--- src/logic/exec_pkg.sv ---
`default_nettype none

package exec_pkg;

  localparam int WINDOW_MAX = 16;  // largest reorder window a tag can address

  typedef logic [$clog2(WINDOW_MAX)-1:0] tag_t;

  // base integer ops, picked from funct3 plus funct7[5]
  typedef enum logic [3:0] {
    ALU_ADD  = 4'd0,
    ALU_SUB  = 4'd1,
    ALU_SLL  = 4'd2,
    ALU_SLT  = 4'd3,
    ALU_SLTU = 4'd4,
    ALU_XOR  = 4'd5,
    ALU_SRL  = 4'd6,
    ALU_SRA  = 4'd7,
    ALU_OR   = 4'd8,
    ALU_AND  = 4'd9
  } alu_op_e;

  // RV32M ops, value equals funct3
  typedef enum logic [2:0] {
    MD_MUL    = 3'b000,
    MD_MULH   = 3'b001,
    MD_MULHSU = 3'b010,
    MD_MULHU  = 3'b011,
    MD_DIV    = 3'b100,
    MD_DIVU   = 3'b101,
    MD_REM    = 3'b110,
    MD_REMU   = 3'b111
  } md_op_e;

  typedef struct packed {
    logic [6:0]  funct7;
    logic [2:0]  funct3;
    logic [31:0] a;
    logic [31:0] b;
  } issue_t;

  typedef struct packed {
    tag_t        tag;
    alu_op_e     op;
    logic [31:0] a;
    logic [31:0] b;
  } alu_req_t;

  typedef struct packed {
    tag_t        tag;
    md_op_e      op;
    logic [31:0] a;
    logic [31:0] b;
  } md_req_t;

  typedef struct packed {
    tag_t        tag;
    logic [31:0] value;
  } result_t;

endpackage

`default_nettype wire

--- src/logic/credit_fifo.sv ---
`timescale 1ns/10ps
`default_nettype none

module credit_fifo #(
  parameter int  DEPTH  = 4,
  parameter type item_t = logic [31:0]
) (
  input  logic  clk,
  input  logic  rst_n,
  input  logic  push,
  input  item_t push_data,
  input  logic  pop,
  output item_t pop_data,
  output logic  empty,
  output logic  full
);

  localparam int AW = (DEPTH > 1) ? $clog2(DEPTH) : 1;
  localparam int CW = $clog2(DEPTH + 1);

  item_t         mem [DEPTH];
  logic [AW-1:0] wr_ptr;
  logic [AW-1:0] rd_ptr;
  logic [CW-1:0] count;

  assign empty    = (count == '0);
  assign full     = (count == CW'(DEPTH));
  assign pop_data = mem[rd_ptr];  // head is visible without a read cycle

  always_ff @(posedge clk) begin
    if (!rst_n) begin
      wr_ptr <= '0;
      rd_ptr <= '0;
      count  <= '0;
    end else begin
      if (push) begin
        wr_ptr <= (wr_ptr == AW'(DEPTH - 1)) ? '0 : wr_ptr + 1'b1;
      end
      if (pop) begin
        rd_ptr <= (rd_ptr == AW'(DEPTH - 1)) ? '0 : rd_ptr + 1'b1;
      end
      count <= count + CW'(push) - CW'(pop);
    end
  end

  // payload storage
  always_ff @(posedge clk) begin
    if (push) begin
      mem[wr_ptr] <= push_data;
    end
  end

endmodule

`default_nettype wire

--- src/logic/issue_router.sv ---
`timescale 1ns/10ps
`default_nettype none

module issue_router import exec_pkg::*; #(
  parameter int IN_DEPTH = 4,
  parameter int WINDOW   = 8
) (
  input  logic     clk,
  input  logic     rst_n,
  input  logic     in_valid,
  input  issue_t   in_op,
  output logic     in_credit,
  input  logic     slot_free,
  output logic     alloc,
  output tag_t     alloc_tag,
  output logic     alu_push,
  output alu_req_t alu_req,
  input  logic     alu_full,
  output logic     md_push,
  output md_req_t  md_req,
  input  logic     md_full
);

  issue_t  head;
  logic    empty;
  logic    full;
  logic    is_md;
  logic    dispatch;
  alu_op_e alu_op;
  tag_t    next_tag;

  // upstream only sends against a credit, so full is never hit on push
  credit_fifo #(.DEPTH(IN_DEPTH), .item_t(issue_t)) u_issue_q (
    .clk      (clk),
    .rst_n    (rst_n),
    .push     (in_valid),
    .push_data(in_op),
    .pop      (dispatch),
    .pop_data (head),
    .empty    (empty),
    .full     (full)
  );

  assign is_md = (head.funct7 == 7'b0000001);

  always_comb begin
    alu_op = ALU_ADD;
    case (head.funct3)
      3'b000: alu_op = (head.funct7 == 7'b0100000) ? ALU_SUB : ALU_ADD;
      3'b001: alu_op = ALU_SLL;
      3'b010: alu_op = ALU_SLT;
      3'b011: alu_op = ALU_SLTU;
      3'b100: alu_op = ALU_XOR;
      3'b101: alu_op = (head.funct7 == 7'b0100000) ? ALU_SRA : ALU_SRL;
      3'b110: alu_op = ALU_OR;
      3'b111: alu_op = ALU_AND;
      default: alu_op = ALU_ADD;
    endcase
  end

  // head leaves only when its reorder slot is idle and the lane has room
  assign dispatch  = !empty && slot_free && !(is_md ? md_full : alu_full);
  assign alloc     = dispatch;
  assign alloc_tag = next_tag;
  assign alu_push  = dispatch && !is_md;
  assign md_push   = dispatch && is_md;
  assign alu_req   = '{tag: next_tag, op: alu_op, a: head.a, b: head.b};
  assign md_req    = '{tag: next_tag, op: md_op_e'(head.funct3), a: head.a, b: head.b};

  always_ff @(posedge clk) begin
    if (!rst_n) begin
      next_tag  <= '0;
      in_credit <= 1'b0;
    end else begin
      in_credit <= dispatch;  // one credit back per op leaving the queue
      if (dispatch) begin
        next_tag <= (next_tag == tag_t'(WINDOW - 1)) ? '0 : next_tag + 1'b1;
      end
    end
  end

endmodule

`default_nettype wire

--- src/logic/alu_lane.sv ---
`timescale 1ns/10ps
`default_nettype none

module alu_lane import exec_pkg::*; #(
  parameter int LANE_DEPTH = 4
) (
  input  logic     clk,
  input  logic     rst_n,
  input  logic     push,
  input  alu_req_t req,
  output logic     full,
  output logic     res_valid,
  output result_t  res
);

  alu_req_t    head;
  logic        empty;
  logic        pop;
  logic [4:0]  shamt;
  logic [31:0] value;

  credit_fifo #(.DEPTH(LANE_DEPTH), .item_t(alu_req_t)) u_alu_q (
    .clk      (clk),
    .rst_n    (rst_n),
    .push     (push),
    .push_data(req),
    .pop      (pop),
    .pop_data (head),
    .empty    (empty),
    .full     (full)
  );

  assign pop   = !empty;  // single cycle op, never stalls
  assign shamt = head.b[4:0];

  always_comb begin
    value = '0;
    case (head.op)
      ALU_ADD:  value = head.a + head.b;
      ALU_SUB:  value = head.a - head.b;
      ALU_SLL:  value = head.a << shamt;
      ALU_SLT:  value = {31'b0, $signed(head.a) < $signed(head.b)};
      ALU_SLTU: value = {31'b0, head.a < head.b};
      ALU_XOR:  value = head.a ^ head.b;
      ALU_SRL:  value = head.a >> shamt;
      ALU_SRA:  value = $signed(head.a) >>> shamt;  // sign bit fills from the left
      ALU_OR:   value = head.a | head.b;
      ALU_AND:  value = head.a & head.b;
      default:  value = '0;
    endcase
  end

  always_ff @(posedge clk) begin
    if (!rst_n) begin
      res_valid <= 1'b0;
    end else begin
      res_valid <= pop;
    end
  end

  // result payload
  always_ff @(posedge clk) begin
    if (pop) begin
      res <= '{tag: head.tag, value: value};
    end
  end

endmodule

`default_nettype wire

--- src/logic/muldiv_lane.sv ---
`timescale 1ns/10ps
`default_nettype none

module muldiv_lane import exec_pkg::*; #(
  parameter int LANE_DEPTH = 4
) (
  input  logic    clk,
  input  logic    rst_n,
  input  logic    push,
  input  md_req_t req,
  output logic    full,
  output logic    res_valid,
  output result_t res
);

  md_req_t     head;
  logic        empty;
  logic        pop;
  logic        busy;
  logic [4:0]  step_cnt;
  logic        last_step;
  md_op_e      op_q;
  tag_t        tag_q;
  logic        div_q;     // divide family selected
  logic        neg_q;     // negate product or quotient at the end
  logic        neg_r;     // negate remainder at the end
  logic [31:0] m_q;       // multiplicand or divisor magnitude
  logic [31:0] hi_q;
  logic [31:0] lo_q;
  logic        a_neg;
  logic        b_neg;
  logic [31:0] a_mag;
  logic [31:0] b_mag;
  logic [32:0] sum;
  logic [32:0] diff;
  logic [31:0] hi_nx;
  logic [31:0] lo_nx;
  logic [63:0] prod_s;
  logic [31:0] value;

  credit_fifo #(.DEPTH(LANE_DEPTH), .item_t(md_req_t)) u_md_q (
    .clk      (clk),
    .rst_n    (rst_n),
    .push     (push),
    .push_data(req),
    .pop      (pop),
    .pop_data (head),
    .empty    (empty),
    .full     (full)
  );

  assign pop       = !busy && !empty;
  assign last_step = busy && (step_cnt == 5'd31);

  // operand magnitudes, MUL runs unsigned since its low half is sign-agnostic
  assign a_neg = head.a[31] && (head.op inside {MD_MULH, MD_MULHSU, MD_DIV, MD_REM});
  assign b_neg = head.b[31] && (head.op inside {MD_MULH, MD_DIV, MD_REM});
  assign a_mag = a_neg ? -head.a : head.a;
  assign b_mag = b_neg ? -head.b : head.b;

  assign sum  = {1'b0, hi_q} + {1'b0, m_q};
  assign diff = {hi_q, lo_q[31]} - {1'b0, m_q};  // bit 32 set means borrow

  always_comb begin
    if (div_q) begin
      if (!diff[32]) begin
        hi_nx = diff[31:0];
        lo_nx = {lo_q[30:0], 1'b1};
      end else begin
        hi_nx = {hi_q[30:0], lo_q[31]};
        lo_nx = {lo_q[30:0], 1'b0};
      end
    end else if (lo_q[0]) begin
      {hi_nx, lo_nx} = {sum, lo_q[31:1]};  // add then shift right
    end else begin
      {hi_nx, lo_nx} = {1'b0, hi_q, lo_q[31:1]};
    end
  end

  // sign fix-up folded into the last step
  always_comb begin
    prod_s = neg_q ? -{hi_nx, lo_nx} : {hi_nx, lo_nx};
    case (op_q)
      MD_MUL:                       value = prod_s[31:0];
      MD_MULH, MD_MULHSU, MD_MULHU: value = prod_s[63:32];
      MD_DIV, MD_DIVU:              value = neg_q ? -lo_nx : lo_nx;
      default:                      value = neg_r ? -hi_nx : hi_nx;
    endcase
  end

  always_ff @(posedge clk) begin
    if (!rst_n) begin
      busy      <= 1'b0;
      step_cnt  <= '0;
      res_valid <= 1'b0;
    end else begin
      res_valid <= last_step;
      if (pop) begin
        busy     <= 1'b1;
        step_cnt <= '0;
      end else if (busy) begin
        step_cnt <= step_cnt + 1'b1;
        if (last_step) busy <= 1'b0;
      end
    end
  end

  always_ff @(posedge clk) begin
    if (pop) begin
      op_q  <= head.op;
      tag_q <= head.tag;
      div_q <= head.op[2];
      // x/0 keeps an all-ones quotient, overflow falls out of the magnitudes
      neg_q <= (a_neg ^ b_neg) && !(head.op[2] && (head.b == '0));
      neg_r <= a_neg;
      m_q   <= head.op[2] ? b_mag : a_mag;
      lo_q  <= head.op[2] ? a_mag : b_mag;
      hi_q  <= '0;
    end else if (busy) begin
      hi_q <= hi_nx;
      lo_q <= lo_nx;
    end
    if (last_step) begin
      res <= '{tag: tag_q, value: value};
    end
  end

endmodule

`default_nettype wire

--- src/logic/retire_merge.sv ---
`timescale 1ns/10ps
`default_nettype none

module retire_merge import exec_pkg::*; #(
  parameter int WINDOW = 8
) (
  input  logic    clk,
  input  logic    rst_n,
  input  logic    alloc,
  input  tag_t    alloc_tag,
  output logic    slot_free,
  input  logic    alu_valid,
  input  result_t alu_res,
  input  logic    md_valid,
  input  result_t md_res,
  input  logic    out_credit,
  output logic    out_valid,
  output result_t out_res
);

  localparam int IW = $clog2(WINDOW);

  logic [WINDOW-1:0] busy;
  logic [WINDOW-1:0] done;
  logic [31:0]       values [WINDOW];
  logic [IW-1:0]     head;
  logic [IW-1:0]     alloc_cnt;   // mirrors the router's next tag
  logic [31:0]       credit_cnt;
  logic              emit;

  assign slot_free = !busy[alloc_cnt];

  // oldest slot leaves once written and a downstream credit is held
  assign emit      = busy[head] && done[head] && (credit_cnt != '0);
  assign out_valid = emit;
  assign out_res   = '{tag: tag_t'(head), value: values[head]};

  always_ff @(posedge clk) begin
    if (!rst_n) begin
      busy       <= '0;
      done       <= '0;
      head       <= '0;
      alloc_cnt  <= '0;
      credit_cnt <= '0;
    end else begin
      credit_cnt <= credit_cnt + 32'(out_credit) - 32'(emit);
      if (alloc) begin
        busy[alloc_tag[IW-1:0]] <= 1'b1;
        done[alloc_tag[IW-1:0]] <= 1'b0;
        alloc_cnt <= alloc_cnt + 1'b1;
      end
      // lane tags always differ, both may land here together
      if (alu_valid) done[alu_res.tag[IW-1:0]] <= 1'b1;
      if (md_valid) done[md_res.tag[IW-1:0]] <= 1'b1;
      if (emit) begin
        busy[head] <= 1'b0;
        done[head] <= 1'b0;
        head       <= head + 1'b1;  // wraps at WINDOW
      end
    end
  end

  always_ff @(posedge clk) begin
    if (alu_valid) begin
      values[alu_res.tag[IW-1:0]] <= alu_res.value;
    end
    if (md_valid) begin
      values[md_res.tag[IW-1:0]] <= md_res.value;
    end
  end

endmodule

`default_nettype wire

--- src/logic/exec_cluster.sv ---
`timescale 1ns/10ps
`default_nettype none

module exec_cluster import exec_pkg::*; #(
  parameter int IN_DEPTH   = 4,
  parameter int LANE_DEPTH = 4,
  parameter int WINDOW     = 8
) (
  input  logic    clk,
  input  logic    rst_n,
  input  logic    in_valid,
  input  issue_t  in_op,
  output logic    in_credit,
  input  logic    out_credit,
  output logic    out_valid,
  output result_t out_res
);

  logic     slot_free;
  logic     alloc;
  tag_t     alloc_tag;
  logic     alu_push;
  alu_req_t alu_req;
  logic     alu_full;
  logic     md_push;
  md_req_t  md_req;
  logic     md_full;
  logic     alu_valid;
  result_t  alu_res;
  logic     md_valid;
  result_t  md_res;

  issue_router #(.IN_DEPTH(IN_DEPTH), .WINDOW(WINDOW)) u_router (
    .clk      (clk),
    .rst_n    (rst_n),
    .in_valid (in_valid),
    .in_op    (in_op),
    .in_credit(in_credit),
    .slot_free(slot_free),
    .alloc    (alloc),
    .alloc_tag(alloc_tag),
    .alu_push (alu_push),
    .alu_req  (alu_req),
    .alu_full (alu_full),
    .md_push  (md_push),
    .md_req   (md_req),
    .md_full  (md_full)
  );

  alu_lane #(.LANE_DEPTH(LANE_DEPTH)) u_alu (
    .clk      (clk),
    .rst_n    (rst_n),
    .push     (alu_push),
    .req      (alu_req),
    .full     (alu_full),
    .res_valid(alu_valid),
    .res      (alu_res)
  );

  // iterative lane, 33 cycles per op
  muldiv_lane #(.LANE_DEPTH(LANE_DEPTH)) u_muldiv (
    .clk      (clk),
    .rst_n    (rst_n),
    .push     (md_push),
    .req      (md_req),
    .full     (md_full),
    .res_valid(md_valid),
    .res      (md_res)
  );

  retire_merge #(.WINDOW(WINDOW)) u_merge (
    .clk       (clk),
    .rst_n     (rst_n),
    .alloc     (alloc),
    .alloc_tag (alloc_tag),
    .slot_free (slot_free),
    .alu_valid (alu_valid),
    .alu_res   (alu_res),
    .md_valid  (md_valid),
    .md_res    (md_res),
    .out_credit(out_credit),
    .out_valid (out_valid),
    .out_res   (out_res)
  );

endmodule

`default_nettype wire

--- config.mk ---
export PLATFORM = sky130hd
export DESIGN_NAME = exec_cluster
export DESIGN_NICKNAME = d
export VERILOG_FILES = /design/src/logic/exec_pkg.sv /design/src/logic/credit_fifo.sv /design/src/logic/issue_router.sv /design/src/logic/alu_lane.sv /design/src/logic/muldiv_lane.sv /design/src/logic/retire_merge.sv /design/src/logic/exec_cluster.sv
export SDC_FILE = /design/constraint.sdc
export NUM_CORES = 2
export LEC_CHECK = 0
export BUFFER_PORTS_ARGS = -buffer_cell sky130_fd_sc_hd__buf_2
export CAP_MARGIN = 20
export CORE_MARGIN = 4
export CORE_UTILIZATION = 45
export DETAILED_ROUTE_END_ITERATION = 8
export PLACE_DENSITY = 0.57
export SLEW_MARGIN = 20
export SYNTH_ARGS = -nofsm -noshare
export SYNTH_HDL_FRONTEND = slang
export SYNTH_SLANG_ARGS = --single-unit
--- constraint.sdc ---
create_clock -name clk -period 11.8 [get_ports clk]
set_input_delay 1.18 -clock clk [delete_from_list [all_inputs] [get_ports clk]]
set_output_delay 1.18 -clock clk [all_outputs]
set_load 0.01 [all_outputs]
==> results.ini <==
[outcome]
status=complete, no violations

[detailed_routing]
viasPerCell=6.03
ant_nets=0
post_drt_wl_per_cell_um=26.5
routed_wl_um=205000
dr.pass1.iters=6
vias=46800
drt-initial-drc-count=4899
drc=0

[clock_network]
clockBufferDepth=3
postCtsHoldBufs=0
clock_latency_ns=0.80
cts_buffers=151
htreeDepth=4
cts_tree=built
path_clk_slew_ns=0.06
cts_resized=0
cts_setup_buffers=0
root_buffer=clkbuf_16
cts_sinks=1387

[worst_setup_path]
max_stage_delay_ns=0.70
crit_chain=buf_4, buf_4, mux4_2, buf_4, ha_1, o21ba_2, o21bai_1, a21oi_1, o21ai_0, o311ai_0, buf_4, o21ai_0, o211ai_1, a31oi_1, a21oi_1, or3_1, o311a_1, mux2_2, o32ai_1
path_buf_inv=4
path_max_fanout=33
cp.arrival_ns=6.99
rr_worst_depth=19
worst_setup_path_end_kind=flip-flop
cpMostUsedCell=buf_4
r2r_end=u_alu.res[29]
crit_end=u_alu.res[29]
worst-path-stages=19
critical_path_class=reg2reg
required_ns=12.38
crit_family=compound AO/OA/AOI/OAI gates
cpMaxStageDelayCell=dfxtp_4
start_kind=flip-flop
reg2reg_slack_ns=5.40

[global_route]
gr-usage-met1_pct=34.7
antenna_found_initial=7
grt_usage_pct=24.3
first_global_vias=46000
met2_usage_pct=38.7
gr-usage-met3_pct=4.05
grt_max_degree=82
overflow=0
busiest_layer=met2
grt_pass1_wl_um=306000

[placement]
dp.cells=7485
gp_congestion=0.987
numPortBuffers=114
hpwl_um=143000

[synthesis]
yosys-mux-area-fraction_pct=15.4
yosys.area_share.simple_pct=7.83
syn-cell-area_um2=71900
ys_warn_count=0
ys_seq_area_share_pct=56.2
synth_edf_count=1258
syn_nets=5821
synth_top_family_by_area=multiplexers
syn_avg_cell_area_um2=13.1
async_flop_share_pct=0
synth_ff_type=edfxtp_1
synth-xor-area-share_pct=2.92
synth-seq-cells=1387
synth_cell_type_count=99
synth_compound_area_share_pct=10.5
syn-instance-count=5497
synthAdderAreaFrac_pct=4.37

[layout]
antenna_cells=0
final_layout_size_suffix_gt1_share_pct=19.4
final_cell_mix=1258 x edfxtp_1, 401 x nor2_1, 339 x a21oi_1
syn2layout_area_growth_pct=11.1
layout_commonest_cell=edfxtp_1
nNetsFinal=5890
final_cells=7764

[die]
fp.dieW_um=408
coreArea_um2=159000
io_pins=116
die_h_um=408
start_util_pct=45.3
die_area_um2=166000
placementRows=146

[timing]
hold_viol_final=0
setup_tns_ns=0
slew_violations=0
relSlewSlack_pct=25.9
fin_skew_ns=0.0368
fin_crit_sh_pct=54.3
fin_hold_ws_ns=0.439
tightest_slew_ns=1.11
final.min_clock_period_ns=6.40
setup_viol_count_final=0
maxClockFrequency_ghz=0.156
rsz0062_at_grt=false

[run]
max-cap-violations=0

[worst_hold_path]
hold_class=reg2reg

## how the worst min path moves through the flow
stage	depth (start not counted)	slack, ns	start	end
CTS	0	0.44	u_muldiv.tag_q[2]	u_muldiv.res[34]
global route	0	0.45	u_muldiv.tag_q[2]	u_muldiv.res[34]
floorplan	0	0.40	u_muldiv.tag_q[0]	u_muldiv.res[32]
detailed placement	0	0.43	u_muldiv.tag_q[2]	u_muldiv.res[34]
finish	0	0.44	u_muldiv.tag_q[2]	u_muldiv.res[34]
global placement	0	0.43	u_muldiv.tag_q[2]	u_muldiv.res[34]
## synthesized netlist by cell type (all sizes together) (9+ instances only)
cell type	number	area [µm²]
edfxtp	1258	37800
nor2	402	1510
a21oi	339	1700
o21ai	303	1530
mux2	300	3380
nand2	274	1030
mux4	273	6150
ha	238	2980
inv	237	890
clkbuf	217	815
mux2i	153	1530
xnor2	146	1280
dfxtp	129	2580
nor3	95	475
xor2	94	823
buf	83	358
a21o	68	510
and2	61	382
a31oi	59	412
a211oi	54	405
nor2b	53	332
nand3	52	270
a22oi	43	323
o211ai	41	308
nand2b	40	250
o31ai	32	254
o221ai	31	272
or3	31	199
a22o	30	263
o22ai	29	181
nand4	28	181
nor4	28	181
o21bai	27	203
or2	27	169
and3	25	156
o21a	16	120
a221oi	15	144
nor3b	14	105
o41ai	11	111
or4	10	78.8
o311ai	9	78.8
## kinds of logic (layout without fill, tap and decap cells)
family,Yosys count,count (layout)
AO/OA/AOI/OAI,1183,1183
XOR/XNOR,240,240
adder cells (fa/ha/maj),246,246
buffers and inverters,539,734
flip-flops,1387,1387
multiplexers,726,726
other,1,1
AND/OR/NAND/NOR,1175,1175
## sequential cells by signal, indices dropped and copies added, names as in the netlist, 32 cells and up, named ones only
| register | count |
|---|---|
| u_router.u_issue_q.mem | 296 |
| u_alu.u_alu_q.mem | 284 |
| u_muldiv.u_md_q.mem | 280 |
| u_merge.values | 256 |
| u_alu.res | 35 |
| u_muldiv.res | 35 |
| u_merge.credit_cnt | 32 |
| u_muldiv.hi_q | 32 |
| u_muldiv.lo_q | 32 |
| u_muldiv.m_q | 32 |
## layout make-up
cell class,instances,area [µm²]
Timing Repair Buffer,216,1340
Inverter,239,897
Fill cell,13700,78700
Multi-Input combinational cell,3571,29600
Clock buffer,194,4030
Tap cell,2072,2590
Sequential cell,1387,40400
Clock inverter,85,993
## through the flow
step | util (%) | worst slack [ns] | cell area, µm²
global placement | 47.2 | 5.55 | 74800
detailed placement | 47.2 | 5.47 | 74800
finish | 50.4 | 5.40 | 79900
CTS | 50.4 | 5.41 | 79900
global route | 50.4 | 5.05 | 79900
floorplan | - | 5.93 | 71900
## routing by layer
metal	part of all wire, %	routed length, µm
met2	46	95400
met5	0.0063	13
met4	2.7	5530
met3	6.6	13500
met1	44	90900
Power is left out: the tool's default activity adds up to more than one toggle a clock period on the data nets, which glitch-free logic cannot reach.
